## src/design/cache_cfg.svh

```systemverilog
`default_nettype none

`ifndef CACHE_CFG_SVH
`define CACHE_CFG_SVH

// geometry of the two-way cache
`define CACHE_ADDR_W 64
`define CACHE_WORD_W 32 // only 32 is supported
`define CACHE_LINE_BYTES 64
`define CACHE_OFFSET_W 6 // log2 of line bytes
`define CACHE_INDEX_W 9 // 512 sets

`endif

`default_nettype wire

```

## src/design/cachePkg.sv

```systemverilog
`include "cache_cfg.svh"
`default_nettype none

package cachePkg;

	typedef logic [`CACHE_ADDR_W-1:0] addrT;
	typedef logic [`CACHE_WORD_W-1:0] wordT;
	typedef logic [`CACHE_LINE_BYTES*8-1:0] lineT; // word 0 in the low bits
	typedef logic [`CACHE_ADDR_W-`CACHE_INDEX_W-`CACHE_OFFSET_W-1:0] tagT;
	typedef logic [`CACHE_INDEX_W-1:0] indexT;
	typedef logic [$clog2(`CACHE_LINE_BYTES/(`CACHE_WORD_W/8))-1:0] wordSelT;

	typedef enum logic {
		OP_READ,
		OP_WRITE
	} cacheOp;

	typedef enum logic [2:0] {
		ST_IDLE,
		ST_LOOKUP,
		ST_WRITEBACK, // storeEnable is high here
		ST_WAITSTORE,
		ST_FETCH, // fetchEnable is high here
		ST_WAITFILL
	} cacheState;

endpackage

`default_nettype wire

```

## src/design/cacheRequestReg.sv

```systemverilog
`timescale 1ns/1ps
`include "cache_cfg.svh"
`default_nettype none

module cacheRequestReg (
	input wire logic clk,
	input wire logic reset,
	input wire logic load,
	input wire cachePkg::cacheOp reqOp,
	input wire cachePkg::addrT reqAddr,
	input wire cachePkg::wordT reqWriteData,
	output cachePkg::cacheOp op,
	output cachePkg::tagT tag,
	output cachePkg::indexT index,
	output cachePkg::wordSelT wordSel,
	output cachePkg::wordT writeWord,
	output cachePkg::addrT lineAddr
);

	cachePkg::addrT addrQ;

	always_ff @(posedge clk) begin
		if (reset) begin
			op <= cachePkg::OP_READ;
			addrQ <= '0; // keeps index known before the first request
		end else if (load) begin
			op <= reqOp;
			addrQ <= reqAddr;
		end
	end

	always_ff @(posedge clk) begin
		if (load) begin
			writeWord <= reqWriteData;
		end
	end

	// held through the whole miss so the replay sees the same address
	assign tag = addrQ[`CACHE_ADDR_W-1:`CACHE_OFFSET_W+`CACHE_INDEX_W];
	assign index = addrQ[`CACHE_OFFSET_W+`CACHE_INDEX_W-1:`CACHE_OFFSET_W];
	assign wordSel = addrQ[`CACHE_OFFSET_W-1:`CACHE_OFFSET_W-$bits(cachePkg::wordSelT)];
	assign lineAddr = {addrQ[`CACHE_ADDR_W-1:`CACHE_OFFSET_W], {`CACHE_OFFSET_W{1'b0}}};

endmodule

`default_nettype wire

```

## config.mk

```make
export PLATFORM = sky130hd
export DESIGN_NAME = cacheRequestReg
export DESIGN_NICKNAME = d
export VERILOG_FILES = /design/src/design/cachePkg.sv /design/src/design/cacheRequestReg.sv
export VERILOG_INCLUDE_DIRS = /design/src /design/src/design
export SDC_FILE = /design/constraint.sdc
export NUM_CORES = 1
export LEC_CHECK = 0
export BUFFER_PORTS_ARGS = -buffer_cell sky130_fd_sc_hd__buf_4
export CORE_AREA = 2 2 99 101
export CTS_BUF_LIST = sky130_fd_sc_hd__clkbuf_8
export CTS_CLUSTER_DIAMETER = 80
export CTS_CLUSTER_SIZE = 20
export DETAILED_ROUTE_END_ITERATION = 12
export DIE_AREA = 0 0 101 103
export PLACE_DENSITY = 0.78
export SYNTH_ARGS = -nofsm -noshare
export SYNTH_HDL_FRONTEND = slang
export SYNTH_SLANG_ARGS = --single-unit
```

## constraint.sdc

```tcl
create_clock -name clk -period 2.6 [get_ports clk]
set_input_delay 0.52 -clock clk [delete_from_list [all_inputs] [get_ports clk]]
set_output_delay 0.52 -clock clk [all_outputs]
set_load 0.02 [all_outputs]
```

==> summary by stage <==
Placement
The final estimated routing congestion in global placement is 0.8215. The estimated wirelength of the detail-placed design is 6803 um. The count of buffers inserted at the top-level ports is 250. The number of cells in the design after placement is 592.

Layout
The final net count is between 500 and 600. The area growth from synthesis to final layout is 44.79%. Leaving out filler cells and counting taps, the final layout contains just over 600.

The utilization of the core after routing is 0.5713. The repair_antennas step left the layout with diodes totalling 0. In the final layout, the share of cells above drive strength 1 is 0.5405.

Route
In this run, the number of DRC markers left after iteration 0 of detailed routing was 47. Using the TritonRoute via totals, the vias-per-cell ratio works out to between 4 and 5. Once detail routing completed, the nets flagged for antenna violations numbered 0. Summing over every cut layer, the via total after detailed routing is roughly 2.7k. The average routed wire per standard cell is 14.99 um. Summed over all layers, the routed wires come to 9116 um.

The number of detailed-route iterations in the first pass is 4. For this run, design rule violations remaining after detail routing come to 0.

Logic synthesis
The summed instance area of the synthesized netlist is 3732 um^2. The leading area contributor after synthesis is dfxtp_1. The most instantiated flip-flop cell in the synthesis netlist is dfxtp_1. For this run, asynchronously set or reset flops after synthesis account for 0. Of the synthesized area, sequential elements account for 0.5954. Among all cell types in the netlist, the one instantiated most often is buf_4. The number of distinct library cells after synthesis is 11. Counting flops and latches in the post-synthesis netlist gives 95. By count the netlist is led by 64 x buf_4, 63 x dfxtp_1, 63 x mux2i_1, 63 x nor2_1, 32 x edfxtp_1. The number of synthesized flops with an enable pin is 32. The instance count of the mapped netlist is 300. By area the synthesized netlist is led by dfxtp_1 34%, edfxtp_1 26%, mux2i_1 17%. During synthesis, Yosys emitted a total of 0 warnings. The share of synthesized area in the top cell type comes to 0.3379.

The average size of a mapped cell is about 12 um^2.

Worst setup path
Walking the worst path, the cells encountered are buf_4. For the worst setup path, the data required time is approximately 2.1 ns. The maximum cell stage delay along the critical path is approximately 0.42 ns. Of all nets on the critical path, the largest fanout is 1. For the worst setup path, the data arrival time is ~0.94 ns.

STA classifies the critical path endpoint as an output port. STA classifies the critical path startpoint as a register. The number of buffers and inverters on the critical path is 1. The critical path is of the reg2out type. The slowest stage of the critical path belongs to the cell edfxtp_1. The cell class contributing the biggest share of worst-path delay is flip-flops.

Power
The ratio of total power to cell area is 658.5 nW/um^2. The internal portion of the total power is between 2 and 3 mW. In this run the power spent charging and discharging nets is about 0.93 mW. The part of the total power dissipated in the clock network is 0.333. The proportion of power drawn by combinational gates is 0.191. The net switching share of the total power is 0.2603. Summed over all cells, the static leakage comes to approximately 2.7 nW. The share of power burned in registers is 0.476.

The worst supply voltage drop on vdd is around 0.24 mV.

Floorplan
The number of top-level pins is 259. Row generation in the floorplan step produced 36 rows. From left edge to right edge, the die measures roughly 100 um. The die area is roughly 10000 um^2. The effective utilization at floorplan is 0.3946. The area of the core is 9459 um^2. The floorplan step set the die height to approximately 100 um.

STA
The total count of hold-check failures in the final report is 0. The highest clock rate is around 700 MHz. The relative max-transition margin is 0.5761.

Setup repair after global routing left no endpoint under its margin. On the final layout, the worst clock skew is 0 ns. Of the available clock period, the critical path in the final layout requires 0.5620. For the pin with the worst max-slew slack, the measured transition is between 0.6 and 0.7 ns. The routed design could run at a clock period as short as ~1.5 ns. Hold is met by around 0.33 ns. The count of final max-slew check failures is 0. The setup TNS after final layout is 0 ns. Setup violations remaining at the end of the flow were counted as 0.

CTS
The post-CTS setup repair buffer count is 0. TritonCTS built the clock tree. The number of clock sinks is 95. The later pin in the worst-skew pair is clocked with a latency of ~0.36 ns. The H-tree generated during clock tree synthesis spans 3 levels. The number of gates resized after CTS was 0.

After clock tree synthesis, the flow added hold-fix buffers numbering 0. Clock tree synthesis selected as its root buffer the cell clkbuf_8. Clock-pin slew was measured on the worst setup and hold paths at around 0.10 ns. The deepest clock path buffer count is 2. In this run, CTS created clock tree buffers numbering 9.

Global route
Across every metal layer, demand over resource in global routing totals 0.1613. The via count of the first global-routing pass is roughly 2.4k. The global-route wire length before repair is ~13000 um. After global routing the overflow that remains totals 0.

The pin count of the biggest net entering global routing is 96. The initial antenna violation count came to 0.

Min path
The classification of the worst-slack hold path is in2reg.

Run
The reported max-cap violation count is 0.

Outcome
The run finished with clean final reports.
-- area by class of cell --
class | count | area, um^2
repair buffers | 251 | 1897
well taps | 114 | 142.6
multi-input cells | 132 | 889.6
flip-flops and latches | 95 | 2222
clock buffers | 10 | 137.6
clock inverters | 6 | 115.1
fillers | 785 | 4055
-- placed cells by master, fill, tap and decap left out --
cell type and n:
buf_4 250, mux2i_1 63, nor2_1 63, dfxtp_1 63
edfxtp_1 32, clkbuf_8 10, conb_1 6, bufinv_16 3
clkinv_4 1, inv_6 1, clkinvlp_4 1, buf_12 1
-- power groups by stage --
stage / logic [mW] / clock network [mW] / registers [mW]
after floorplan: 0.289 / 0 / 1.84
after global placement: 0.678 / 0 / 1.72
after detailed placement: 0.687 / 0 / 1.73
after CTS: 0.687 / 1.22 / 1.70
after global routing: 0.722 / 1.27 / 1.71
final: 0.680 / 1.18 / 1.69
-- cell families after synthesis --
| group | synth area share |
|---|---|
| buf+inv | 0.1713 |
| flops | 0.5954 |
| mux | 0.1690 |
| other cells | 0.001005 |
| simple gates | 0.06336 |
-- flip-flops by register name, summed over array words and instances (netlist names) --
name,flops
writeWord,32
op,1
addrQ,62
-- worst paths after layout --
path         slack [ns]  depth (start not counted)             to              from
max reg2reg        1.93                          2      addrQ[40]         addrQ[40]
max                1.14                          1  writeWord[26]     writeWord[26]
min                0.33                          1  writeWord[20]  reqWriteData[20]
min reg2reg        0.52                          2       addrQ[3]          addrQ[3]
-- layer usage --
layer,share of wire,routed length (um),global-route usage
met1,0.38,3419,0.1768
met2,0.52,4698,0.2836
met4,0.019,172,0.08212
met3,0.091,826,0.04949
met5,0,0,0
-- through the flow --
step,worst slack (ns),instance area [um^2],power (mW)
6_report,1.139,5404,3.559
5_1_grt,1.102,5404,3.702
4_1_cts,1.117,5404,3.601
3_5_place_dp,0.9921,5151,2.415
3_3_place_gp,1.049,5151,2.401
2_1_floorplan,1.425,3751,2.130
Note: power is estimated with default switching activity, not from simulation.
