### src/design/cache_cfg.svh
`default_nettype none

`ifndef CACHE_CFG_SVH
`define CACHE_CFG_SVH

// geometry of the two-way cache
`define CACHE_ADDR_W 64
`define CACHE_WORD_W 32 // only 32 is supported
`define CACHE_LINE_BYTES 64
`define CACHE_OFFSET_W 6 // log2 of line bytes
`define CACHE_INDEX_W 9 // 512 sets

`endif

`default_nettype wire

### src/design/cachePkg.sv
`include "cache_cfg.svh"
`default_nettype none

package cachePkg;

	typedef logic [`CACHE_ADDR_W-1:0] addrT;
	typedef logic [`CACHE_WORD_W-1:0] wordT;
	typedef logic [`CACHE_LINE_BYTES*8-1:0] lineT; // word 0 in the low bits
	typedef logic [`CACHE_ADDR_W-`CACHE_INDEX_W-`CACHE_OFFSET_W-1:0] tagT;
	typedef logic [`CACHE_INDEX_W-1:0] indexT;
	typedef logic [$clog2(`CACHE_LINE_BYTES/(`CACHE_WORD_W/8))-1:0] wordSelT;

	typedef enum logic {
		OP_READ,
		OP_WRITE
	} cacheOp;

	typedef enum logic [2:0] {
		ST_IDLE,
		ST_LOOKUP,
		ST_WRITEBACK, // storeEnable is high here
		ST_WAITSTORE,
		ST_FETCH, // fetchEnable is high here
		ST_WAITFILL
	} cacheState;

endpackage

`default_nettype wire

### src/design/cacheController.sv
`timescale 1ns/1ps
`default_nettype none

module cacheController (
	input wire logic clk,
	input wire logic reset,
	input wire logic reqValid,
	input wire cachePkg::cacheOp op,
	input wire logic hit,
	input wire logic hitWay,
	input wire logic victimWay,
	input wire logic victimDirty,
	input wire logic storeReady,
	input wire logic fetchReady,
	output logic ready,
	output logic load,
	output logic wordWrite,
	output logic markWrite,
	output logic touch,
	output logic install,
	output logic fillEnable,
	output logic startStore,
	output logic startFetch,
	output logic finish,
	output logic way
);

	cachePkg::cacheState state;
	cachePkg::cacheState stateNext;
	logic victimQ;

	always_ff @(posedge clk) begin
		if (reset) begin
			state <= cachePkg::ST_IDLE;
			victimQ <= 1'b0;
		end else begin
			state <= stateNext;
			if (state == cachePkg::ST_LOOKUP) begin
				victimQ <= victimWay; // tag arrays stay put until the fill
			end
		end
	end

	always_comb begin
		stateNext = state;
		load = 1'b0;
		wordWrite = 1'b0;
		markWrite = 1'b0;
		touch = 1'b0;
		install = 1'b0;
		fillEnable = 1'b0;
		startStore = 1'b0;
		startFetch = 1'b0;
		finish = 1'b0;
		case (state)
			cachePkg::ST_IDLE: begin
				if (reqValid) begin
					load = 1'b1;
					stateNext = cachePkg::ST_LOOKUP;
				end
			end
			cachePkg::ST_LOOKUP: begin
				if (hit) begin
					touch = 1'b1;
					finish = 1'b1;
					if (op == cachePkg::OP_WRITE) begin
						wordWrite = 1'b1;
						markWrite = 1'b1;
					end
					stateNext = cachePkg::ST_IDLE;
				end else if (victimDirty) begin
					startStore = 1'b1; // flush first
					stateNext = cachePkg::ST_WRITEBACK;
				end else begin
					startFetch = 1'b1;
					stateNext = cachePkg::ST_FETCH;
				end
			end
			cachePkg::ST_WRITEBACK: stateNext = cachePkg::ST_WAITSTORE;
			cachePkg::ST_WAITSTORE: begin
				if (storeReady) begin
					startFetch = 1'b1;
					stateNext = cachePkg::ST_FETCH;
				end
			end
			cachePkg::ST_FETCH: stateNext = cachePkg::ST_WAITFILL;
			cachePkg::ST_WAITFILL: begin
				if (fetchReady) begin
					fillEnable = 1'b1;
					install = 1'b1;
					stateNext = cachePkg::ST_LOOKUP; // replay, hits now
				end
			end
			default: stateNext = cachePkg::ST_IDLE;
		endcase
	end

	assign ready = (state == cachePkg::ST_IDLE);
	assign way = (state == cachePkg::ST_LOOKUP) ? (hit ? hitWay : victimWay) : victimQ;

	assert property (@(posedge clk) disable iff (reset) !(startStore && startFetch));
	assert property (@(posedge clk) disable iff (reset)
		finish |-> (state == cachePkg::ST_LOOKUP && hit));

endmodule

`default_nettype wire

### config.mk
export PLATFORM = sky130hd
export DESIGN_NAME = cacheController
export DESIGN_NICKNAME = d
export VERILOG_FILES = /design/src/design/cachePkg.sv /design/src/design/cacheController.sv
export VERILOG_INCLUDE_DIRS = /design/src /design/src/design
export SDC_FILE = /design/constraint.sdc
export NUM_CORES = 1
export LEC_CHECK = 0
export CAP_MARGIN = 20
export CORE_AREA = 2 2 39 41
export DETAILED_ROUTE_END_ITERATION = 7
export DIE_AREA = 0 0 41 43
export DONT_BUFFER_PORTS = 1
export GPL_TIMING_DRIVEN = 0
export PLACE_DENSITY = 0.49
export SYNTH_ARGS = -nofsm -noshare
export SYNTH_HDL_FRONTEND = slang
export SYNTH_SLANG_ARGS = --single-unit
### constraint.sdc
create_clock -name clk -period 1.79 [get_ports clk]
set_input_delay 0.4475 -clock clk [delete_from_list [all_inputs] [get_ports clk]]
set_output_delay 0.4475 -clock clk [all_outputs]
set_load 0.05 [all_outputs]
==> summary.md, run 1 <==
| Metric | Value |
|---|---|
| Status | finished with violations |
| Failing checks | setup timing |
| Number of hold buffers added after CTS | 0 |
| Slew margin rel. | 0.626 |
| Via count | 387 |
| Worst-Skew Late Latency | 0.23 ns |
| GPL Wtd Cong | 0.667 |
| Worst Path Max Fanout | 5 |
| Syn nets | 56 |
| PortBufs | 0 |
| Final setup violating endpoints | 6 |
| Min Clock Period, post-route | 1.94 ns |
| Storage cell area | 83.8 µm² |
| Mapped Avg Cell Area | 8.02 µm² |
| Root Buffer | clkbuf_4 |
| Final #Nets | 68 |
| # fillers | 144 |
| Vias per cell | 5.38 |
| Mapped cell area | 369 µm² |
| CTS tree | built |
| CTS Buf Count | 3 |
| Die span in x | 41 µm |
| GRT overflow | 0 |
| Vias in the first global route | 368 |
| Reg-to-reg slack, setup | 0.36 ns |
| Share of cells above drive strength 1 | 0.589 |
| Core Box Area | 0.00138 mm² |
| Initial core utilization | 0.267 |
| Crit path kind | flip-flop to output pin |
| Max Buffers Root-to-Sink | 2 |
| Yosys top cell area share | 0.217 |
| Hold_ws | 0.271 ns |
| First-pass GRT wire length | 1.64 mm |
| Static leakage | 0.224 nW |
| Slew @ Worst Pin | 0.559 ns |
| Leading area contributor after synthesis | dfxtp_1 |
| Top cells by area, synth | dfxtp_1 (22%), buf_4 (6.1%), buf_6 (6.1%), a21oi_1 (5.4%), nor3_1 (5.4%) |
| Crit path launch type | flip-flop |
| CP required | 1.34 ns |
| Area growth from synthesis to layout | 57.3% |
| H-tree Lvls | 1 |
| Slowest stage delay, CP | 0.48 ns |
| DPL Wire Length | 620 µm |
| RSZ-0062 raised after global routing | yes |
| Slew Viols, Final | 0 |
| Full die area | 0.00176 mm² |
| Pwr per Cell Area | 817 mW/mm² |
| WL/cell | 14.1 µm |
| Synth Register Bits | 4 |
| Routed wire length | 1.01 mm |
| Multi-input gate area | 312 µm² |
| Clock Sinks | 4 |
| Initial DRC count | 5 |
| Critical path's slowest cell | nor3_4 |
| Die height | 43 µm |
| Crit. End Element | output pin |
| Leading cell type in the layout, fill and taps excluded | buf_4 |
| Peak Freq | 514 MHz |
| Fin. Hold Viols | 0 |
| Io pins | 21 |
| Worst setup margin | -0.154 ns |
| Max-cap violations | 0 |
| Gr usage total | 0.144 |
| FF-to-FF path depth | 5 |
| Post-synthesis cell count | 46 |
| Tot Pwr | 0.474 mW |
| Largest net degree at the start of global routing | 8 |
| Hold Path Class | input port to flip-flop |
| Seq/Total Area, Yosys | 0.217 |
| Post-DRT Antenna Nets | 0 |
| # rows | 14 |
| Peak supply drop | 0.000368 V |
| Initial antenna violation count | 0 |
| Crit path arrival time | 1.50 ns |
| Antenna Cells | 0 |
| DRC | 0 |
| Clock transition at path regs | 0.04 ns |
| Worst Hold Depth | 1 |
| TritonRoute pass-1 iters | 4 |
| Post-route clock period utilization | 1.09 |
| Critical path, cell by cell | buf_6 > nor3_4 > and2_4 |
| Yosys warns | 0 |
| Count of cell types in the netlist | 26 |
| Clock skew | 0.00150 ns |
-- registers in the layout (all words and copies together), names as in the netlist --
signal,count
state,3
victimQ,1
-- worst max-delay path: cells and delay by family, from the launching register on --
| kind | cells | cell delay [ns] |
|---|---|---|
| buf+inv | 1 | 0.13 |
| flops | 1 | 0.31 |
| simple gates | 2 | 0.82 |
-- timing repair --
action	4_1_cts	5_1_grt
hold endpoints to repair	0	0
resized for setup	24	1
setup buffers	8	0
pin swaps	9	5
setup endpoints to repair	10	8
-- synth_stat cells (all sizes together) --
cell type  n
dfxtp      4
a311oi     1
nand2      2
and3       1
nor3b      1
o21bai     2
and2       3
nor2b      1
nor3       4
inv        2
o21ai      1
or3b       2
a21boi     1
buf        6
o21ba      1
and3b      2
mux2i      1
o32ai      1
or2b       1
nand3b     2
or3        1
a21oi      4
o31a       1
and2b      1
-- metrics by stage --
stage          setup TNS, ns  instances  instance area (µm²)  utilization  setup WS (ns)
2_1_floorplan         -0.328         46                  398            -         -0.319
3_3_place_gp          -0.849         62                  418        0.302         -0.371
3_5_place_dp          -0.858         62                  418        0.302         -0.377
4_1_cts               -0.602         73                  588        0.425         -0.191
5_1_grt                -1.04         72                  581        0.420         -0.236
6_report              -0.520         72                  581        0.420         -0.154
-- area by class of cell --
class,count,share of cell area
multi-input cells,34,0.537
flip-flops and latches,4,0.144
plain buffers,5,0.116
repair buffers,8,0.110
clock buffers,3,0.0388
well taps,16,0.0345
inverters,2,0.0194
-- where the power goes --
part	internal [mW]	switching (mW)	leakage (nW)
registers	0.101	0.0112	0.0339
clock network	0.0750	0.0369	0.0138
logic	0.103	0.148	0.176
-- cell families (layout without fill, tap and decap cells) --
family	Yosys count	count (layout)	synth area share
AND/OR/NAND/NOR	21	21	0.373
flip-flops	4	4	0.217
AO/OA/AOI/OAI	12	12	0.227
multiplexers	1	1	0.0271
buffers and inverters	8	18	0.156
-- final timing paths --
path | from | end
setup / recovery | state[2] | load
hold / removal | reset | state[0]
setup reg to reg | state[2] | state[1]
hold reg to reg | victimQ | victimQ
-- layer usage --
metal | vias to the layer above | share of wire | wire length, µm | GRT usage
met3 | 0 | 0.060 | 61 | 0.0995
met1 | 192 | 0.39 | 391 | 0.158
met4 | 0 | 0 | 0 | 0.0400
met5 | - | 0 | 0 | 0
met2 | 11 | 0.55 | 559 | 0.216
li1 | 184 | - | - | -
Power figures use the tool's default switching activity.
==> run 2: changes to the inputs <==
--- a/config.mk
+++ b/config.mk
@@ -7,12 +7,14 @@
 export NUM_CORES = 1
 export LEC_CHECK = 0
 export CAP_MARGIN = 20
-export CORE_AREA = 2 2 39 41
+export CELL_PAD_IN_SITES_DETAIL_PLACEMENT = 2
+export CELL_PAD_IN_SITES_GLOBAL_PLACEMENT = 2
+export CORE_MARGIN = 2
+export CORE_UTILIZATION = 28
 export DETAILED_ROUTE_END_ITERATION = 7
-export DIE_AREA = 0 0 41 43
 export DONT_BUFFER_PORTS = 1
 export GPL_TIMING_DRIVEN = 0
-export PLACE_DENSITY = 0.49
+export PLACE_DENSITY = 0.77
 export SYNTH_ARGS = -nofsm -noshare
 export SYNTH_HDL_FRONTEND = slang
 export SYNTH_SLANG_ARGS = --single-unit
==> run 2 against run 1 <==
  * The run still ends with setup timing left
  * Clock skew about the same
  * Worst setup slack got worse by 0.012 ns
  * Fmax decreased by 0.62%
  * Critical path depth unchanged
  * Non-clock buffer count increased by 2
  * Combinational power increased by 6%
  * Sequential share of layout area decreased by 0.36 points
  * Die area decreased by 7.9%
  * Worst hold slack improved by 0.011 ns
  * Register-to-register slack got worse by 0.04 ns
  * Flip-flop and latch count unchanged
  * Largest cell class unchanged
  * Largest power group unchanged
==> summary.md, run 2 (synthesized netlist as in run 1, its figures left out) <==
| Metric | Value |
|---|---|
| Status | finished with violations |
| Failing checks | setup timing |
| Peak supply drop | 0.000330 V |
| Full die area | 0.00162 mm² |
| Min Clock Period, post-route | 1.96 ns |
| Crit path launch type | flip-flop |
| CP required | 1.34 ns |
| Clock Sinks | 4 |
| RSZ-0062 raised after global routing | yes |
| Gr usage total | 0.179 |
| Largest Register | state |
| Worst-Skew Late Latency | 0.23 ns |
| Antenna Cells | 0 |
| Post-route clock period utilization | 1.09 |
| Die span in x | 40.3 µm |
| Max Buffers Root-to-Sink | 2 |
| WL/cell | 18.1 µm |
| Pwr per Cell Area | 816 mW/mm² |
| Core Box Area | 0.00127 mm² |
| Fin. Hold Viols | 0 |
| Placed cell area | 417 µm² |
| Worst Path Max Fanout | 5 |
| Final setup violating endpoints | 7 |
| Max reg flops | 3 |
| Share of cells above drive strength 1 | 0.569 |
| H-tree Lvls | 1 |
| Largest net degree at the start of global routing | 7 |
| Vias per cell | 5.30 |
| CTS tree | built |
| Crit path kind | flip-flop to output pin |
| Post-DRT Antenna Nets | 0 |
| Worst setup margin | -0.166 ns |
| Leading cell type in the layout, fill and taps excluded | buf_4 |
| Most frequent cells in the layout | buf_4 (8), buf_6 (4) |
| DRC | 0 |
| Clock transition at path regs | 0.04 ns |
| Initial core utilization | 0.291 |
| Initial antenna violation count | 0 |
| # rows | 13 |
| Root Buffer | clkbuf_4 |
| Max-cap violations | 0 |
| Biggest regs | state x3, victimQ x1 |
| Vias in the first global route | 403 |
| Routed wire length | 1.32 mm |
| Clock skew | 0.00199 ns |
| Final Util | 0.469 |
| Via count | 387 |
| Die height | 40.3 µm |
| Design area | 596 µm² |
| Slew margin rel. | 0.615 |
| Io pins | 21 |
| Final #Nets | 70 |
| GRT overflow | 0 |
| CTS Buf Count | 3 |
| PortBufs | 0 |
| Peak Freq | 511 MHz |
| Area growth from synthesis to layout | 61.4% |
| Static leakage | 0.234 nW |
| Crit path arrival time | 1.51 ns |
| DPL Wire Length | 824 µm |
| First-pass GRT wire length | 1.84 mm |
| GPL Wtd Cong | 0.706 |
| TritonRoute pass-1 iters | 2 |
| Slew Viols, Final | 0 |
| Initial DRC count | 1 |
| Crit. End Element | output pin |
| Slew @ Worst Pin | 0.576 ns |
| Hold Path Class | input port to flip-flop |
-- run 2: cell types whose count changed in the layout (fill, tap and decap cells not counted) --
| cell | before | now |
|---|---|---|
| and2_1 | 0 | 1 |
| and2_4 | 3 | 2 |
| buf_4 | 7 | 8 |
| buf_6 | 3 | 4 |
| inv_1 | 0 | 1 |
| inv_2 | 1 | 0 |
-- run 2: layout make-up --
type / instances / area [µm²]
fillers: 143 / 673
multi-input cells: 34 / 309
flip-flops and latches: 4 / 83.8
repair buffers: 10 / 82.6
plain buffers: 5 / 67.6
clock buffers: 3 / 22.5
well taps: 15 / 18.8
inverters: 2 / 11.3
-- run 2: what timing repair did --
action / 4_1_cts / 5_1_grt
setup buffers: 8 / 2
pin swaps: 9 / 5
gates resized for setup: 22 / 2
hold buffers: 0 / 0
endpoints found under the setup margin: 10 / 7
-- run 2: critical path, stage by stage, from the launching register on --
cell and delay, ns:
dfxtp_2 0.31, buf_6 0.13, or3b_1 0.45, o21ai_4 0.38
-- run 2: where the power goes --
group | switching (mW) | internal (mW) | leakage (nW)
clock | 0.0329 | 0.0747 | 0.0138
combinational | 0.158 | 0.108 | 0.186
sequential | 0.0112 | 0.101 | 0.0339
total | 0.202 | 0.284 | 0.234
-- run 2: worst paths after layout --
| check | startpoint | to | slack (ns) | cells after the start |
|---|---|---|---|---|
| setup / recovery | state[2] | way | -0.17 | 3 |
| hold / removal | reset | state[0] | 0.28 | 1 |
| setup reg to reg | state[2] | state[1] | 0.32 | 5 |
| hold reg to reg | victimQ | victimQ | 0.55 | 2 |
-- run 2: metal layers --
layer / global-route usage / routed length [µm]
met5: 0 / 0
met4: 0.100 / 0
met3: 0.0167 / 37
met2: 0.339 / 763
met1: 0.191 / 521
-- run 2: metrics by stage --
step	total power, mW	setup TNS [ns]	std cells	setup WS (ns)	hold slack (ns)
6_report	0.486	-0.654	73	-0.166	0.282
5_1_grt	0.517	-1.04	73	-0.221	0.270
4_1_cts	0.484	-0.690	72	-0.215	0.271
3_5_place_dp	0.302	-0.999	61	-0.411	0.506
3_3_place_gp	0.295	-0.884	61	-0.384	0.465
2_1_floorplan	0.278	-0.328	46	-0.319	0.452
==> run 3: changes to the inputs <==
--- a/config.mk
+++ b/config.mk
@@ -15,6 +15,7 @@
 export DONT_BUFFER_PORTS = 1
 export GPL_TIMING_DRIVEN = 0
 export PLACE_DENSITY = 0.77
+export SLEW_MARGIN = 20
 export SYNTH_ARGS = -nofsm -noshare
 export SYNTH_HDL_FRONTEND = slang
 export SYNTH_SLANG_ARGS = --single-unit
==> constraint.sdc (replaced) <==
create_clock -name clk -period 1.79 [get_ports clk]
set_input_delay 0.179 -clock clk [delete_from_list [all_inputs] [get_ports clk]]
set_output_delay 0.179 -clock clk [all_outputs]
set_load 0.05 [all_outputs]
==> run 3 against run 2 <==
  * The run now ends clean
  * Combinational power decreased by 17%
  * Final cell count is 9.6% lower
  * Wire length shrank 20%
  * Die area is the same
  * Largest cell class unchanged
  * Highest routed layer unchanged
==> summary.md, run 3 (synthesized netlist as in run 1, its figures left out) <==
| Metric | Value |
|---|---|
| Status | complete, no violations |
| Clock skew | 0.00178 ns |
| Most frequent cells in the layout | buf_4 (5), a21oi_1 (4), clkbuf_4 (3), dfxtp_1 (3) |
| Fin. Hold Viols | 0 |
| Io pins | 21 |
| Slew @ Worst Pin | 0.557 ns |
| CTS Buf Count | 3 |
| Vias per cell | 5.35 |
| Max reg flops | 3 |
| WL/cell | 16.1 µm |
| Post-DRT Antenna Nets | 0 |
| H-tree Lvls | 1 |
| Setup TNS | 0 ns |
| Worst Hold Depth | 1 |
| DRC | 0 |
| Initial DRC count | 4 |
| Max Buffers Root-to-Sink | 2 |
| # rows | 13 |
| TritonRoute pass-1 iters | 2 |
| Final setup violating endpoints | 0 |
| Via count | 353 |
| Crit. End Element | output pin |
| Largest Register | state |
| Area growth from synthesis to layout | 35.3% |
| PortBufs | 0 |
| Worst Path Max Fanout | 10 |
| DPL Wire Length | 789 µm |
| Core Box Area | 0.00127 mm² |
| Crit path kind | flip-flop to output pin |
| Biggest regs | state x3, victimQ x1 |
| Share of cells above drive strength 1 | 0.412 |
| Initial antenna violation count | 0 |
| # fillers | 142 |
| Peak Freq | 575 MHz |
| Pwr per Cell Area | 879 mW/mm² |
| Die span in x | 40.3 µm |
| First-pass GRT wire length | 1.54 mm |
| Max-cap violations | 0 |
| Slew margin rel. | 0.628 |
| Routed wire length | 1.06 mm |
| Largest net degree at the start of global routing | 11 |
| Post-route clock period utilization | 0.972 |
| Static leakage | 0.199 nW |
| Vias in the first global route | 339 |
| Gr usage total | 0.152 |
| Peak supply drop | 0.000331 V |
| GPL Wtd Cong | 0.724 |
| Final #Nets | 63 |
| Clock Sinks | 4 |
| GRT overflow | 0 |
| Hold_ws | 0.0166 ns |
| Placed cell area | 400 µm² |
| Slew Viols, Final | 0 |
| Die height | 40.3 µm |
| Clock transition at path regs | 0.04 ns |
| FF-to-FF path depth | 4 |
| Hold Path Class | input port to flip-flop |
| Worst-Skew Late Latency | 0.23 ns |
| Full die area | 0.00162 mm² |
| Min Clock Period, post-route | 1.74 ns |
| Antenna Cells | 0 |
| Initial core utilization | 0.291 |
| CTS tree | built |
| Crit path arrival time | 1.56 ns |
| Leading cell type in the layout, fill and taps excluded | buf_4 |
| Design area | 499 µm² |
| Crit path launch type | flip-flop |
| CP required | 1.61 ns |
| Root Buffer | clkbuf_4 |
==> run 3: cell types whose count changed in the layout (fill, tap and decap cells not counted), moves of 2 or more <==
cell / before / now
buf_8: 3 / 0
buf_6: 4 / 2
buf_4: 8 / 5
dfxtp_2: 3 / 1
dfxtp_1: 1 / 3
==> run 3: critical path, stage by stage, from the launching register on <==
cell     delay [ns]
dfxtp_1        0.32
buf_4          0.19
nor3b_4        0.25
and3_4         0.33
buf_4          0.23
==> run 3: metal layers <==
layer | track usage | part of all wire | vias up
met5 | 0 | 0 | -
met4 | 0.125 | 0 | 0
met3 | 0.0167 | 0.020 | 0
met2 | 0.262 | 0.59 | 6
met1 | 0.164 | 0.39 | 172
li1 | - | - | 175
==> run 3: worst paths after layout <==
kind	start	slack, ns	to
max	state[1]	0.05	wordWrite
min	reset	0.02	victimQ
max reg2reg	state[2]	0.46	state[1]
min reg2reg	victimQ	0.55	victimQ
==> run 3: area by class of cell <==
class	instances	area, µm²	area share
repair buffers	2	17.5	0.0351
well taps	15	18.8	0.0376
multi-input cells	34	299	0.599
inverters	2	7.51	0.0150
plain buffers	6	52.6	0.105
clock buffers	3	22.5	0.0451
flip-flops and latches	4	81.3	0.163
==> run 3: power by group <==
group / internal (mW) / switching [mW] / leakage [nW] / total, mW
clock: 0.0749 / 0.0350 / 0.0138 / 0.110
combinational: 0.0767 / 0.146 / 0.152 / 0.222
sequential: 0.0997 / 0.00706 / 0.0331 / 0.107
==> run 3: what timing repair did <==
action                                 4_1_cts  5_1_grt
hold buffers                                 0        1
endpoints found under the hold margin        0        1
setup endpoints to repair                    9        5
gates resized for setup                     12        5
buffers inserted                             0        1
pin swaps                                    1        4
==> run 3: stage by stage <==
stage / total power [mW] / utilization / instances / setup WS (ns)
CTS: 0.436 / 0.368 / 64 / -0.0226
floorplan: 0.271 / - / 46 / -0.0505
global placement: 0.289 / 0.316 / 61 / -0.110
finish: 0.439 / 0.393 / 66 / 0.0506
detailed placement: 0.293 / 0.316 / 61 / -0.149
global route: 0.469 / 0.393 / 66 / -0.00198
