<file path="src/design/cache_cfg.svh">
`default_nettype none

`ifndef CACHE_CFG_SVH
`define CACHE_CFG_SVH

// geometry of the two-way cache
`define CACHE_ADDR_W 64
`define CACHE_WORD_W 32 // only 32 is supported
`define CACHE_LINE_BYTES 64
`define CACHE_OFFSET_W 6 // log2 of line bytes
`define CACHE_INDEX_W 9 // 512 sets

`endif

`default_nettype wire

</file>
<file path="src/design/cachePkg.sv">
`include "cache_cfg.svh"
`default_nettype none

package cachePkg;

	typedef logic [`CACHE_ADDR_W-1:0] addrT;
	typedef logic [`CACHE_WORD_W-1:0] wordT;
	typedef logic [`CACHE_LINE_BYTES*8-1:0] lineT; // word 0 in the low bits
	typedef logic [`CACHE_ADDR_W-`CACHE_INDEX_W-`CACHE_OFFSET_W-1:0] tagT;
	typedef logic [`CACHE_INDEX_W-1:0] indexT;
	typedef logic [$clog2(`CACHE_LINE_BYTES/(`CACHE_WORD_W/8))-1:0] wordSelT;

	typedef enum logic {
		OP_READ,
		OP_WRITE
	} cacheOp;

	typedef enum logic [2:0] {
		ST_IDLE,
		ST_LOOKUP,
		ST_WRITEBACK, // storeEnable is high here
		ST_WAITSTORE,
		ST_FETCH, // fetchEnable is high here
		ST_WAITFILL
	} cacheState;

endpackage

`default_nettype wire

</file>
<file path="src/design/cacheBusUnit.sv">
`timescale 1ns/1ps
`include "cache_cfg.svh"
`default_nettype none

module cacheBusUnit (
	input wire logic clk,
	input wire logic reset,
	input wire logic startStore,
	input wire logic startFetch,
	input wire logic finish,
	input wire cachePkg::tagT victimTag,
	input wire cachePkg::indexT index,
	input wire cachePkg::addrT lineAddr,
	input wire cachePkg::lineT victimLine,
	input wire cachePkg::wordT readWord,
	output logic storeEnable,
	output logic fetchEnable,
	output logic respDone,
	output cachePkg::addrT storeAddr,
	output cachePkg::addrT fetchAddr,
	output cachePkg::lineT flushData,
	output cachePkg::wordT readData
);

	// one-cycle strobes
	always_ff @(posedge clk) begin
		if (reset) begin
			storeEnable <= 1'b0;
			fetchEnable <= 1'b0;
			respDone <= 1'b0;
		end else begin
			storeEnable <= startStore;
			fetchEnable <= startFetch;
			respDone <= finish;
		end
	end

	always_ff @(posedge clk) begin
		if (startStore) begin
			storeAddr <= {victimTag, index, {`CACHE_OFFSET_W{1'b0}}}; // victim line address
			flushData <= victimLine;
		end
		if (startFetch) begin
			fetchAddr <= lineAddr;
		end
		if (finish) begin
			readData <= readWord;
		end
	end

endmodule

`default_nettype wire

</file>
<file path="config.mk">
export PLATFORM = sky130hd
export DESIGN_NAME = cacheBusUnit
export DESIGN_NICKNAME = d
export VERILOG_FILES = /design/src/design/cachePkg.sv /design/src/design/cacheBusUnit.sv
export VERILOG_INCLUDE_DIRS = /design/src /design/src/design
export SDC_FILE = /design/constraint.sdc
export NUM_CORES = 1
export LEC_CHECK = 0
export BUFFER_PORTS_ARGS = -buffer_cell sky130_fd_sc_hd__buf_4
export CAP_MARGIN = 5
export CORE_AREA = 2 2 517 519
export DETAILED_ROUTE_END_ITERATION = 6
export DIE_AREA = 0 0 519 521
export GPL_TIMING_DRIVEN = 1
export PLACE_DENSITY_LB_ADDON = 0.12
export SYNTH_ARGS = -nofsm -noshare
export SYNTH_HDL_FRONTEND = slang
export SYNTH_SLANG_ARGS = --single-unit
</file>
<file path="constraint.sdc">
create_clock -name clk -period 0.8 [get_ports clk]
set_input_delay 0.16 -clock clk [delete_from_list [all_inputs] [get_ports clk]]
set_output_delay 0.16 -clock clk [all_outputs]
set_load 0.05 [all_outputs]
</file>
==> results of run 1 <==
==> synthesized netlist by cell type (all sizes together) <==
cell type / number / area (sq um)
conb: 1 / 3.75
dfxtp: 3 / 60.1
nor2b: 3 / 18.8
edfxtp: 666 / 20000
buf: 6 / 45.0
==> worst paths after layout <==
| check | to | slack, ns | startpoint |
|---|---|---|---|
| worst max-delay path | flushData[457] | -0.80 | flushData[457]$_DFFE_PP_ |
| worst min-delay path | flushData[251]$_DFFE_PP_ | 0.1 | startStore |
==> layer usage <==
metal | vias to the layer above | track usage [%]
met1 | 7786 | 10.4
met5 | - | 0
met2 | 1017 | 17.3
met3 | 224 | 4.47
li1 | 7144 | -
met4 | 22 | 2.36
==> area by class of cell <==
type	count	area (sq um)
fillers	29000	217000
diodes	18	45.0
well taps	3533	4420
repair buffers	2065	20000
flip-flops and latches	669	20100
clock buffers	118	2410
clock inverters	50	420
multi-input cells	9	41.3
==> logic make-up after synthesis <==
family                 synth area share [%]
other                                0.0186
and+or+nand+nor                      0.0933
DFF                                    99.7
buffers and inverters                 0.224
==> state kept, by name (all words and copies together), names as in the netlist <==
name         count
flushData      512
fetchAddr       64
storeAddr       58
readData        32
fetchEnable      1
respDone         1
storeEnable      1
==> where the power goes <==
| group | switching (mW) | leakage, nW | internal, mW |
|---|---|---|---|
| registers | 1.47 | 6.54 | 41.8 |
| clock network | 17.3 | 1.38 | 22.6 |
| logic | 14.5 | 10.5 | 9.49 |
==> stage by stage <==
step | hold WS [ns] | std cells | setup TNS, ns | instance area (sq um)
detailed placement | 0.339 | 5608 | -205.86 | 35200
finish | 0.0974 | 6462 | -411.73 | 47400
CTS | 0.0244 | 6445 | -619.75 | 47300
floorplan | 0.232 | 684 | 0 | 20100
global route | 0.0710 | 6455 | -482.15 | 47300
global placement | 0.339 | 5608 | -215.43 | 35200
==> worst min-delay path: stages <==
cell and delay [ns]:
buf_8 0.10, buf_12 0.15, buf_4 0.20
==> timing repair <==
action / in CTS / in global routing
resized for setup: 684 / 6
gates cloned: 0 / 1
endpoints found under the hold margin: 791 / 33
hold buffers: 672 / 1
setup buffers: 0 / 0
endpoints found under the setup margin: 669 / 1021
==> summary.txt, run 1 <==
Outcome
  • Outcome: finished with violations
  • Failing checks: setup timing

Floorplan
  • Die height: 521 microns
  • DIE AREA: 270000 sq um
  • Die width: 519 microns
  • CORE AREA: 264000 sq um
  • Initial core utilization: 7.61%
  • Total number of placement rows: 189
  • Num ports: 1346

Route
  • DRT iter0 DRCs: 715
  • Routed met1 length: 50.1 mm
  • Vias per inst: 2.51
  • Final ANT Viol Nets: 0
  • Wire length per cell: 21.1 microns
  • DRC: 0
  • WL final: 136 mm
  • DR WL met2: 68.5 mm
  • First-pass detailed-route iteration total: 4
  • Metal3 WL: 14.3 mm
  • Via count of the routed design: 16200
  • Max layer used: met5

Layout
  • Final Core Density: 17.9%
  • Most frequent cells in the layout: 706 x buf_4, 669 x dlygate4sd3_1, 666 x edfxtp_1, 663 x buf_6, 92 x clkbuf_16
  • Most common cell after layout, fill and taps aside: buf_4
  • Layout cells sized above 1: 52.4%
  • Layout overhead on the synthesized area: 135%
  • Total Nets Final: 3507

Global routing
  • First-pass GRT wire length: 176 mm
  • Total gr overflow: 0
  • Initial antenna violation count: 77
  • Vias in the first global route: 18200
  • GRT Overall Usage: 9.74%
  • Maximum number of pins on one net before global-route repair: 44

Setup path
  • Critical Path Fanout Max: 1
  • Critical path depth in cells: 1
  • Endpoint class of the critical path: output port
  • Crit path DAT: 1.44 ns
  • Slowest-stage cell, CP: edfxtp_1
  • Critical path's top delay family: flip-flops
  • Crit-path cells: buf_6
  • Critical Path Max Stage Delay: 0.51 ns
  • Worst EP required: 0.64 ns
  • Crit Path Class: register to output port
  • Startpoint types: register
  • Critical path buffers and inverters: 1

STA
  • Fin crit period: 1.60 ns
  • Final Setup Violations: 669
  • Final Max Tran Viols: 0
  • Setup ws final: -0.800 ns
  • Period utilisation layout: 200%
  • RSZ-0062 raised after global routing: yes
  • Fin. Hold Viols: 0
  • Highest Clock Rate: 625 MHz

Placed design
  • Pre-CTS WS: -0.459 ns
  • Port Buf Inserts: 1339
  • Final HPWL DP: 114 mm
  • Gpl congestion: 0.816

Synth
  • Post-synth cell types: 5
  • Syn Area/Cell: 29.6 sq um
  • Seq/Total Area, Yosys: 99.7%
  • Ys Warns: 0
  • Mapped cell area: 20100 sq um
  • Seq cells post-synth: 669
  • Syn Inst Count: 679

CTS
  • Clock Sink Count: 669
  • Root Buffer: clkbuf_16
  • Num CTS Buffers: 91
  • CTS tree: built
  • Reg clk slew, reported paths: 0.06 ns
  • Clock tree buffer depth: 3
  • H-tree Lvls: 3

Job
  • Max-Cap Viols: 0

Power and ir drop
  • Pwr Total: 107 mW
  • Peak supply drop: 1.62 mV
  • Cell Pwr Density: 2260 nW/um^2
  • P_leak: 18.4 nW

Hold path
  • Class of the worst hold path: primary input to register
  • WHS Path Cells: 3
Power figures use the tool's default switching activity.
==> run 2: changes to the inputs <==
--- a/config.mk
+++ b/config.mk
@@ -6,6 +6,7 @@
 export SDC_FILE = /design/constraint.sdc
 export NUM_CORES = 1
 export LEC_CHECK = 0
+export ABC_AREA = 1
 export BUFFER_PORTS_ARGS = -buffer_cell sky130_fd_sc_hd__buf_4
 export CAP_MARGIN = 5
 export CORE_AREA = 2 2 517 519
==> summary.txt, run 2 <==
Outcome
  • Outcome: finished with violations (unchanged)
  • Failing checks: setup timing (unchanged)

STA
  • RSZ-0062 raised after global routing: yes (unchanged)
  • Final Setup Violations: 709 (was 669)
  • Highest Clock Rate: 626 MHz (was 625 MHz)
  • Setup ws final: -0.797 ns (was -0.800 ns)
  • Fin crit period: 1.60 ns (about the same)
  • Period utilisation layout: 200% (about the same)
  • Fin. Hold Viols: 0 (unchanged)
  • Final Max Tran Viols: 0 (unchanged)
  • Final setup TNS: -415.27 ns (was -411.73 ns)

Layout
  • Finished Layout Cells: 6493 (was 6462)
  • Reg with most FFs: flushData (unchanged)
  • Filler Cells Inserted: 29000 (about the same)
  • Largest registers: flushData: 512 flops, fetchAddr: 64 flops, storeAddr: 58 flops (unchanged)
  • Most common cell after layout, fill and taps aside: buf_4 (unchanged)
  • Final Core Density: 18.1% (was 17.9%)
  • Most frequent cells in the layout: 714 x buf_4, 673 x dlygate4sd3_1, 666 x edfxtp_1, 657 x buf_6, 94 x clkbuf_16 (was 706 x buf_4, 669 x dlygate4sd3_1, 666 x edfxtp_1, 663 x buf_6, 92 x clkbuf_16)
  • Layout cells sized above 1: 52.5% (was 52.4%)
  • Layout overhead on the synthesized area: 137% (was 135%)
  • Number of flip-flops in the largest register: 512 (unchanged)
  • Post-route cell area: 47700 sq um (was 47400 sq um)
  • Total Nets Final: 3526 (was 3507)
  • Register area: 20100 sq um (unchanged)
  • Multi-input gate area: 33.8 sq um (was 41.3 sq um)

Route
  • Wire length per cell: 22.0 microns (was 21.1 microns)
  • Vias per inst: 2.50 (was 2.51)
  • DRC: 0 (unchanged)
  • Final ANT Viol Nets: 0 (unchanged)
  • WL final: 143 mm (was 136 mm)
  • DRT iter0 DRCs: 822 (was 715)
  • First-pass detailed-route iteration total: 4 (unchanged)
  • Via count of the routed design: 16200 (about the same)

CTS
  • Root Buffer: clkbuf_16 (unchanged)
  • H-tree Lvls: 3 (unchanged)
  • Reg clk slew, reported paths: 0.05 ns (was 0.06 ns)
  • CTS tree: built (unchanged)
  • Clock tree buffer depth: 3 (unchanged)
  • Clock Sink Count: 669 (unchanged)
  • Num CTS Buffers: 93 (was 91)

Synth
  • EDFF count, synth: 666 (unchanged)
  • Ys flop type: edfxtp_1 (unchanged)
  • Seq cells post-synth: 669 (unchanged)
  • Ys Warns: 0 (unchanged)
  • Post-synth cell types: 6 (was 5)
  • Syn Inst Count: 682 (was 679)
  • Mapped cell area: 20100 sq um (about the same)
  • Most common cell in the netlist: edfxtp_1 (unchanged)
  • Biggest area consumer among synthesized cells: edfxtp_1 (unchanged)
  • Post-synth ARST share: 0% (unchanged)
  • Synth area leaders: edfxtp_1 99%, dfxtp_1 0.30%, buf_4 0.22% (unchanged)
  • Synth cell count leaders: 666 x edfxtp_1, 6 x buf_4, 3 x dfxtp_1, 3 x inv_1, 3 x nor2_1 (was 666 x edfxtp_1, 6 x buf_4, 3 x dfxtp_1, 3 x nor2b_1, 1 x conb_1)
  • Top cell type's share of synthesized area: 99.3% (was 99.4%)
  • Syn Area/Cell: 29.5 sq um (was 29.6 sq um)
  • Seq/Total Area, Yosys: 99.6% (was 99.7%)

Placed design
  • Pre-CTS WS: -0.504 ns (was -0.459 ns)
  • Port Buf Inserts: 1339 (unchanged)
  • Dpl cells: 5621 (was 5608)
  • Post-DP Area: 35400 sq um (was 35200 sq um)
  • Gpl congestion: 0.826 (was 0.816)
  • Final HPWL DP: 122 mm (was 114 mm)

Floorplan
  • Num ports: 1346 (unchanged)
  • CORE AREA: 264000 sq um (unchanged)
  • Total number of placement rows: 189 (unchanged)
  • Die width: 519 microns (unchanged)
  • Initial core utilization: 7.61% (about the same)
  • DIE AREA: 270000 sq um (unchanged)
  • Die height: 521 microns (unchanged)

Setup path
  • Crit path DAT: 1.44 ns (about the same)
  • Critical path's top delay family: flip-flops (unchanged)
  • Crit Path Class: register to output port (unchanged)
  • Startpoint types: register (unchanged)
  • Critical path depth in cells: 1 (unchanged)
  • Crit-path cells: buf_6 (unchanged)
  • Setup crit end: flushData[476] (was flushData[457])
  • Endpoint class of the critical path: output port (unchanged)
  • Worst EP required: 0.64 ns (about the same)
  • Worst Setup SP: flushData[476]$_DFFE_PP_ (was flushData[457]$_DFFE_PP_)
  • Critical Path Max Stage Delay: 0.52 ns (was 0.51 ns)
  • Critical Path Fanout Max: 1 (unchanged)
  • Slowest-stage cell, CP: edfxtp_1 (unchanged)
  • Critical path buffers and inverters: 1 (unchanged)

Global routing
  • First-pass GRT wire length: 183 mm (was 176 mm)
  • Vias in the first global route: 18100 (was 18200)
  • Total gr overflow: 0 (unchanged)
  • Maximum number of pins on one net before global-route repair: 45 (was 44)
  • Initial antenna violation count: 95 (was 77)
  • GRT Overall Usage: 10.2% (was 9.74%)

Power and ir drop
  • Sw Share: 30.5% (was 31.1%)
  • P_leak: 18.5 nW (was 18.4 nW)
  • Logic gate share of total power: 22.3% (was 22.4%)
  • Switching power total: 33.3 mW (about the same)
  • Reg power frac: 39.7% (was 40.4%)
  • Peak supply drop: 1.41 mV (was 1.62 mV)
  • Cell Pwr Density: 2290 nW/um^2 (was 2260 nW/um^2)
  • Power share of the clock group: 38.1% (was 37.3%)
  • Internal power: 75.8 mW (was 73.8 mW)

Job
  • Max-Cap Viols: 0 (unchanged)

Hold path
  • Class of the worst hold path: primary input to register (unchanged)
## run 2: changes by cell type after synthesis, sizes merged
cell	before	now
nor2	0	3
inv	0	3
nor2b	3	0
## run 2: power groups by stage
stage	clock network (mW)	registers, mW	logic, mW
after floorplan	0	52.9	0.0895
after global placement	0	43.5	20.2
after detailed placement	0	43.5	20.0
after CTS	43.9	43.4	25.0
after global routing	44.7	43.6	25.3
final	41.5	43.3	24.3
## run 2: cells by family (layout without fill, tap and decap cells)
logic type,after synthesis,count (layout),share of synthesized area (%)
buffers and inverters,9,2248,0.280
other,1,40,0.0186
and+or+nand+nor,3,3,0.0559
DFF,669,669,99.6
## run 2: routing by layer
metal,vias up,share of wire [%],global-route usage [%]
met5,-,0.18,0
met4,38,2.3,2.58
met3,207,11,4.98
met2,1020,48,17.1
met1,7776,39,11.6
li1,7206,-,-
## run 2: through the flow
| stage | hold slack, ns | power (mW) |
|---|---|---|
| finish | 0.0809 | 109 |
| global route | 0.0432 | 114 |
| CTS | 0.00340 | 112 |
| detailed placement | 0.339 | 63.5 |
| global placement | 0.338 | 63.7 |
| floorplan | 0.231 | 52.9 |
## run 2: cell type report
class / count / area share (%)
inverters: 3 / 0.0236
clock buffers: 118 / 5.12
flip-flops and latches: 669 / 42.0
well taps: 3533 / 9.26
multi-input cells: 9 / 0.0708
clock inverters: 48 / 1.11
diodes: 34 / 0.178
repair buffers: 2079 / 42.2
## run 2: what timing repair did
item / CTS / global route
setup endpoints to repair: 669 / 682
buffers inserted: 0 / 1
hold buffers: 673 / 2
pin swaps: 0 / 0
hold endpoints to repair: 779 / 70
resized for setup: 683 / 3
## run 2: worst min-delay path by stage
stage,start,endpoint,slack (ns),cells past startpoint
finish,startStore,storeAddr[37]$_DFFE_PP_,0.08,3
global route,startStore,storeAddr[37]$_DFFE_PP_,0.04,3
CTS,startStore,storeAddr[37]$_DFFE_PP_,0.003,3
detailed placement,readWord[20],readData[20]$_DFFE_PP_,0.34,1
global placement,lineAddr[4],fetchAddr[4]$_DFFE_PP_,0.34,1
floorplan,reset,fetchEnable$_SDFF_PP0_,0.23,1
==> run 3: changes to the inputs <==
--- a/config.mk
+++ b/config.mk
@@ -9,9 +9,10 @@
 export ABC_AREA = 1
 export BUFFER_PORTS_ARGS = -buffer_cell sky130_fd_sc_hd__buf_4
 export CAP_MARGIN = 5
-export CORE_AREA = 2 2 517 519
+export CORE_AREA = 5 5 520 522
+export CTS_CLUSTER_SIZE = 30
 export DETAILED_ROUTE_END_ITERATION = 6
-export DIE_AREA = 0 0 519 521
+export DIE_AREA = 0 0 525 527
 export GPL_TIMING_DRIVEN = 1
 export PLACE_DENSITY_LB_ADDON = 0.12
 export SYNTH_ARGS = -nofsm -noshare
==> constraint.sdc (replaced) <==
create_clock -name clk -period 0.8 [get_ports clk]
set_input_delay 0.08 -clock clk [delete_from_list [all_inputs] [get_ports clk]]
set_output_delay 0.08 -clock clk [all_outputs]
set_load 0.05 [all_outputs]
==> summary.txt, run 3 (synthesized netlist as in run 2, its figures left out) <==
Outcome
  • Outcome: finished with violations (unchanged)
  • Failing checks: setup timing (unchanged)

STA
  • Final Max Tran Viols: 0 (unchanged)
  • Final setup TNS: -622.66 ns (was -415.27 ns)
  • Period utilisation layout: 195% (was 200%)
  • Fin. Hold Viols: 0 (unchanged)
  • Fin crit period: 1.56 ns (was 1.60 ns)
  • Worst-margin pin slew: 0.706 ns
  • Max_slew headroom: 52.7%
  • Highest Clock Rate: 640 MHz (was 626 MHz)
  • RSZ-0062 raised after global routing: yes (unchanged)
  • Setup ws final: -0.762 ns (was -0.797 ns)
  • Final Setup Violations: 1262 (was 709)

Global routing
  • Maximum number of pins on one net before global-route repair: 45 (unchanged)
  • GR Layer Usage met1: 14.3% (was 11.6%)
  • First-pass GRT wire length: 209 mm (was 183 mm)
  • M2 GR Usage: 18.3% (was 17.1%)
  • Vias in the first global route: 18200 (was 18100)
  • GRT Overall Usage: 11.5% (was 10.2%)
  • Initial antenna violation count: 172 (was 95)
  • Top Usage Layer GRT: met2 (unchanged)
  • Total gr overflow: 0 (unchanged)
  • Grt met3 use: 5.64% (was 4.98%)

Floorplan
  • DIE AREA: 277000 sq um (was 270000 sq um)
  • Die height: 527 microns (was 521 microns)
  • Total number of placement rows: 189 (unchanged)
  • CORE AREA: 265000 sq um (was 264000 sq um)
  • Die width: 525 microns (was 519 microns)
  • Num ports: 1346 (unchanged)
  • Initial core utilization: 7.61% (about the same)

Layout
  • Largest registers: flushData: 512 flops, fetchAddr: 64 flops, storeAddr: 58 flops (unchanged)
  • Filler Cells Inserted: 28800 (was 29000)
  • Total Nets Final: 3571 (was 3526)
  • Post-route cell area: 48300 sq um (was 47700 sq um)
  • Final Core Density: 18.3% (was 18.1%)
  • Finished Layout Cells: 6576 (was 6493)
  • Layout cells sized above 1: 51.1% (was 52.5%)
  • Layout overhead on the synthesized area: 140% (was 137%)
  • Most frequent cells in the layout: 740 x dlygate4sd3_1, 693 x buf_4, 666 x edfxtp_1, 659 x buf_6, 97 x clkbuf_16 (was 714 x buf_4, 673 x dlygate4sd3_1, 666 x edfxtp_1, 657 x buf_6, 94 x clkbuf_16)
  • Reg with most FFs: flushData (unchanged)
  • Number of flip-flops in the largest register: 512 (unchanged)
  • Most common cell after layout, fill and taps aside: dlygate4sd3_1 (was buf_4)

Route
  • DRC: 0 (unchanged)
  • Final ANT Viol Nets: 0 (unchanged)
  • WL final: 166 mm (was 143 mm)
  • Wire length per cell: 25.3 microns (was 22.0 microns)
  • Vias per inst: 2.56 (was 2.50)
  • First-pass detailed-route iteration total: 4 (unchanged)
  • DRT iter0 DRCs: 675 (was 822)
  • Via count of the routed design: 16800 (was 16200)

CTS
  • H-tree Lvls: 3 (unchanged)
  • CTS tree: built (unchanged)
  • Clock tree buffer depth: 3 (unchanged)
  • Clock Sink Count: 669 (unchanged)
  • Root Buffer: clkbuf_16 (unchanged)
  • Post-CTS Setup Repair Bufs: 0 (unchanged)
  • Num CTS Buffers: 95 (was 93)
  • Reg clk slew, reported paths: 0.08 ns (was 0.05 ns)

Setup path
  • Startpoint types: register (unchanged)
  • Crit path DAT: 1.48 ns (was 1.44 ns)
  • Critical path depth in cells: 2 (was 1)
  • Endpoint class of the critical path: output port (unchanged)
  • Cell mode on critical path: buf_12
  • Critical path's top delay family: flip-flops (unchanged)
  • Slowest-stage cell, CP: edfxtp_1 (unchanged)
  • Crit Path Class: register to output port (unchanged)
  • Critical Path Fanout Max: 1 (unchanged)
  • Critical path buffers and inverters: 2 (was 1)
  • Crit-path cells: buf_12, buf_12 (was buf_6)
  • Worst EP required: 0.72 ns (was 0.64 ns)
  • Critical Path Max Stage Delay: 0.44 ns (was 0.52 ns)

Power and ir drop
  • Switching power total: 34.3 mW (was 33.3 mW)
  • Sw Share: 31.1% (was 30.5%)
  • Cell Pwr Density: 2280 nW/um^2 (was 2290 nW/um^2)
  • Logic gate share of total power: 22.7% (was 22.3%)
  • Power share of the clock group: 38.0% (was 38.1%)
  • Internal power: 76.0 mW (was 75.8 mW)
  • Peak supply drop: 1.36 mV (was 1.41 mV)
  • Reg power frac: 39.3% (was 39.7%)
  • P_leak: 18.7 nW (was 18.5 nW)

Hold path
  • Class of the worst hold path: primary input to register (unchanged)
  • WHS Path Cells: 3 (unchanged)

Placed design
  • Pre-CTS WS: -0.365 ns (was -0.504 ns)
  • Dpl cells: 5603 (was 5621)
  • Final HPWL DP: 143 mm (was 122 mm)
  • Post-DP Area: 35200 sq um (was 35400 sq um)
  • Gpl congestion: 0.803 (was 0.826)
  • Port Buf Inserts: 1339 (unchanged)

Job
  • Max-Cap Viols: 0 (unchanged)
-- run 3: what timing repair did --
item                                   4_1_cts  5_1_grt
pin swaps                                    0        0
resized for setup                          685        1
endpoints found under the hold margin      885       35
hold buffers                               739        2
setup endpoints to repair                  669     1247
-- run 3: power by group through the flow --
stage / logic [mW] / clock network (mW) / registers (mW)
2_1_floorplan: 0.0895 / 0 / 52.9
3_3_place_gp: 20.5 / 0 / 43.5
3_5_place_dp: 20.4 / 0 / 43.5
4_1_cts: 25.7 / 44.4 / 43.4
5_1_grt: 25.9 / 45.5 / 43.6
6_report: 25.0 / 41.9 / 43.3
-- run 3: cell type report --
cell class	count	area, sq um	share of cell area (%)
clock inverter	52	515	1.07
antenna	74	185	0.383
timing repair buffer	2122	20600	42.6
clock buffer	114	2500	5.18
multi-input combinational	9	33.8	0.0699
sequential	669	20100	41.5
inverter	3	11.3	0.0233
tap	3533	4420	9.15
-- run 3: worst paths after layout --
kind | from | slack (ns) | to
worst max-delay path | fetchAddr[30]$_DFFE_PP_ | -0.76 | fetchAddr[30]
worst min-delay path | startStore | 0.05 | flushData[372]$_DFFE_PP_
-- run 3: metal layers --
metal | vias up | part of all wire, %
met4 | 126 | 1.6
met1 | 8056 | 42
li1 | 7360 | -
met3 | 255 | 11
met2 | 1011 | 45
met5 | - | 0.48
-- run 3: per-stage QoR --
stage	power, mW	hold WS [ns]
after floorplan	52.9	0.151
after global placement	64.0	0.258
after detailed placement	63.8	0.259
after CTS	113	0.00191
after global routing	115	-0.00438
final	110	0.0524
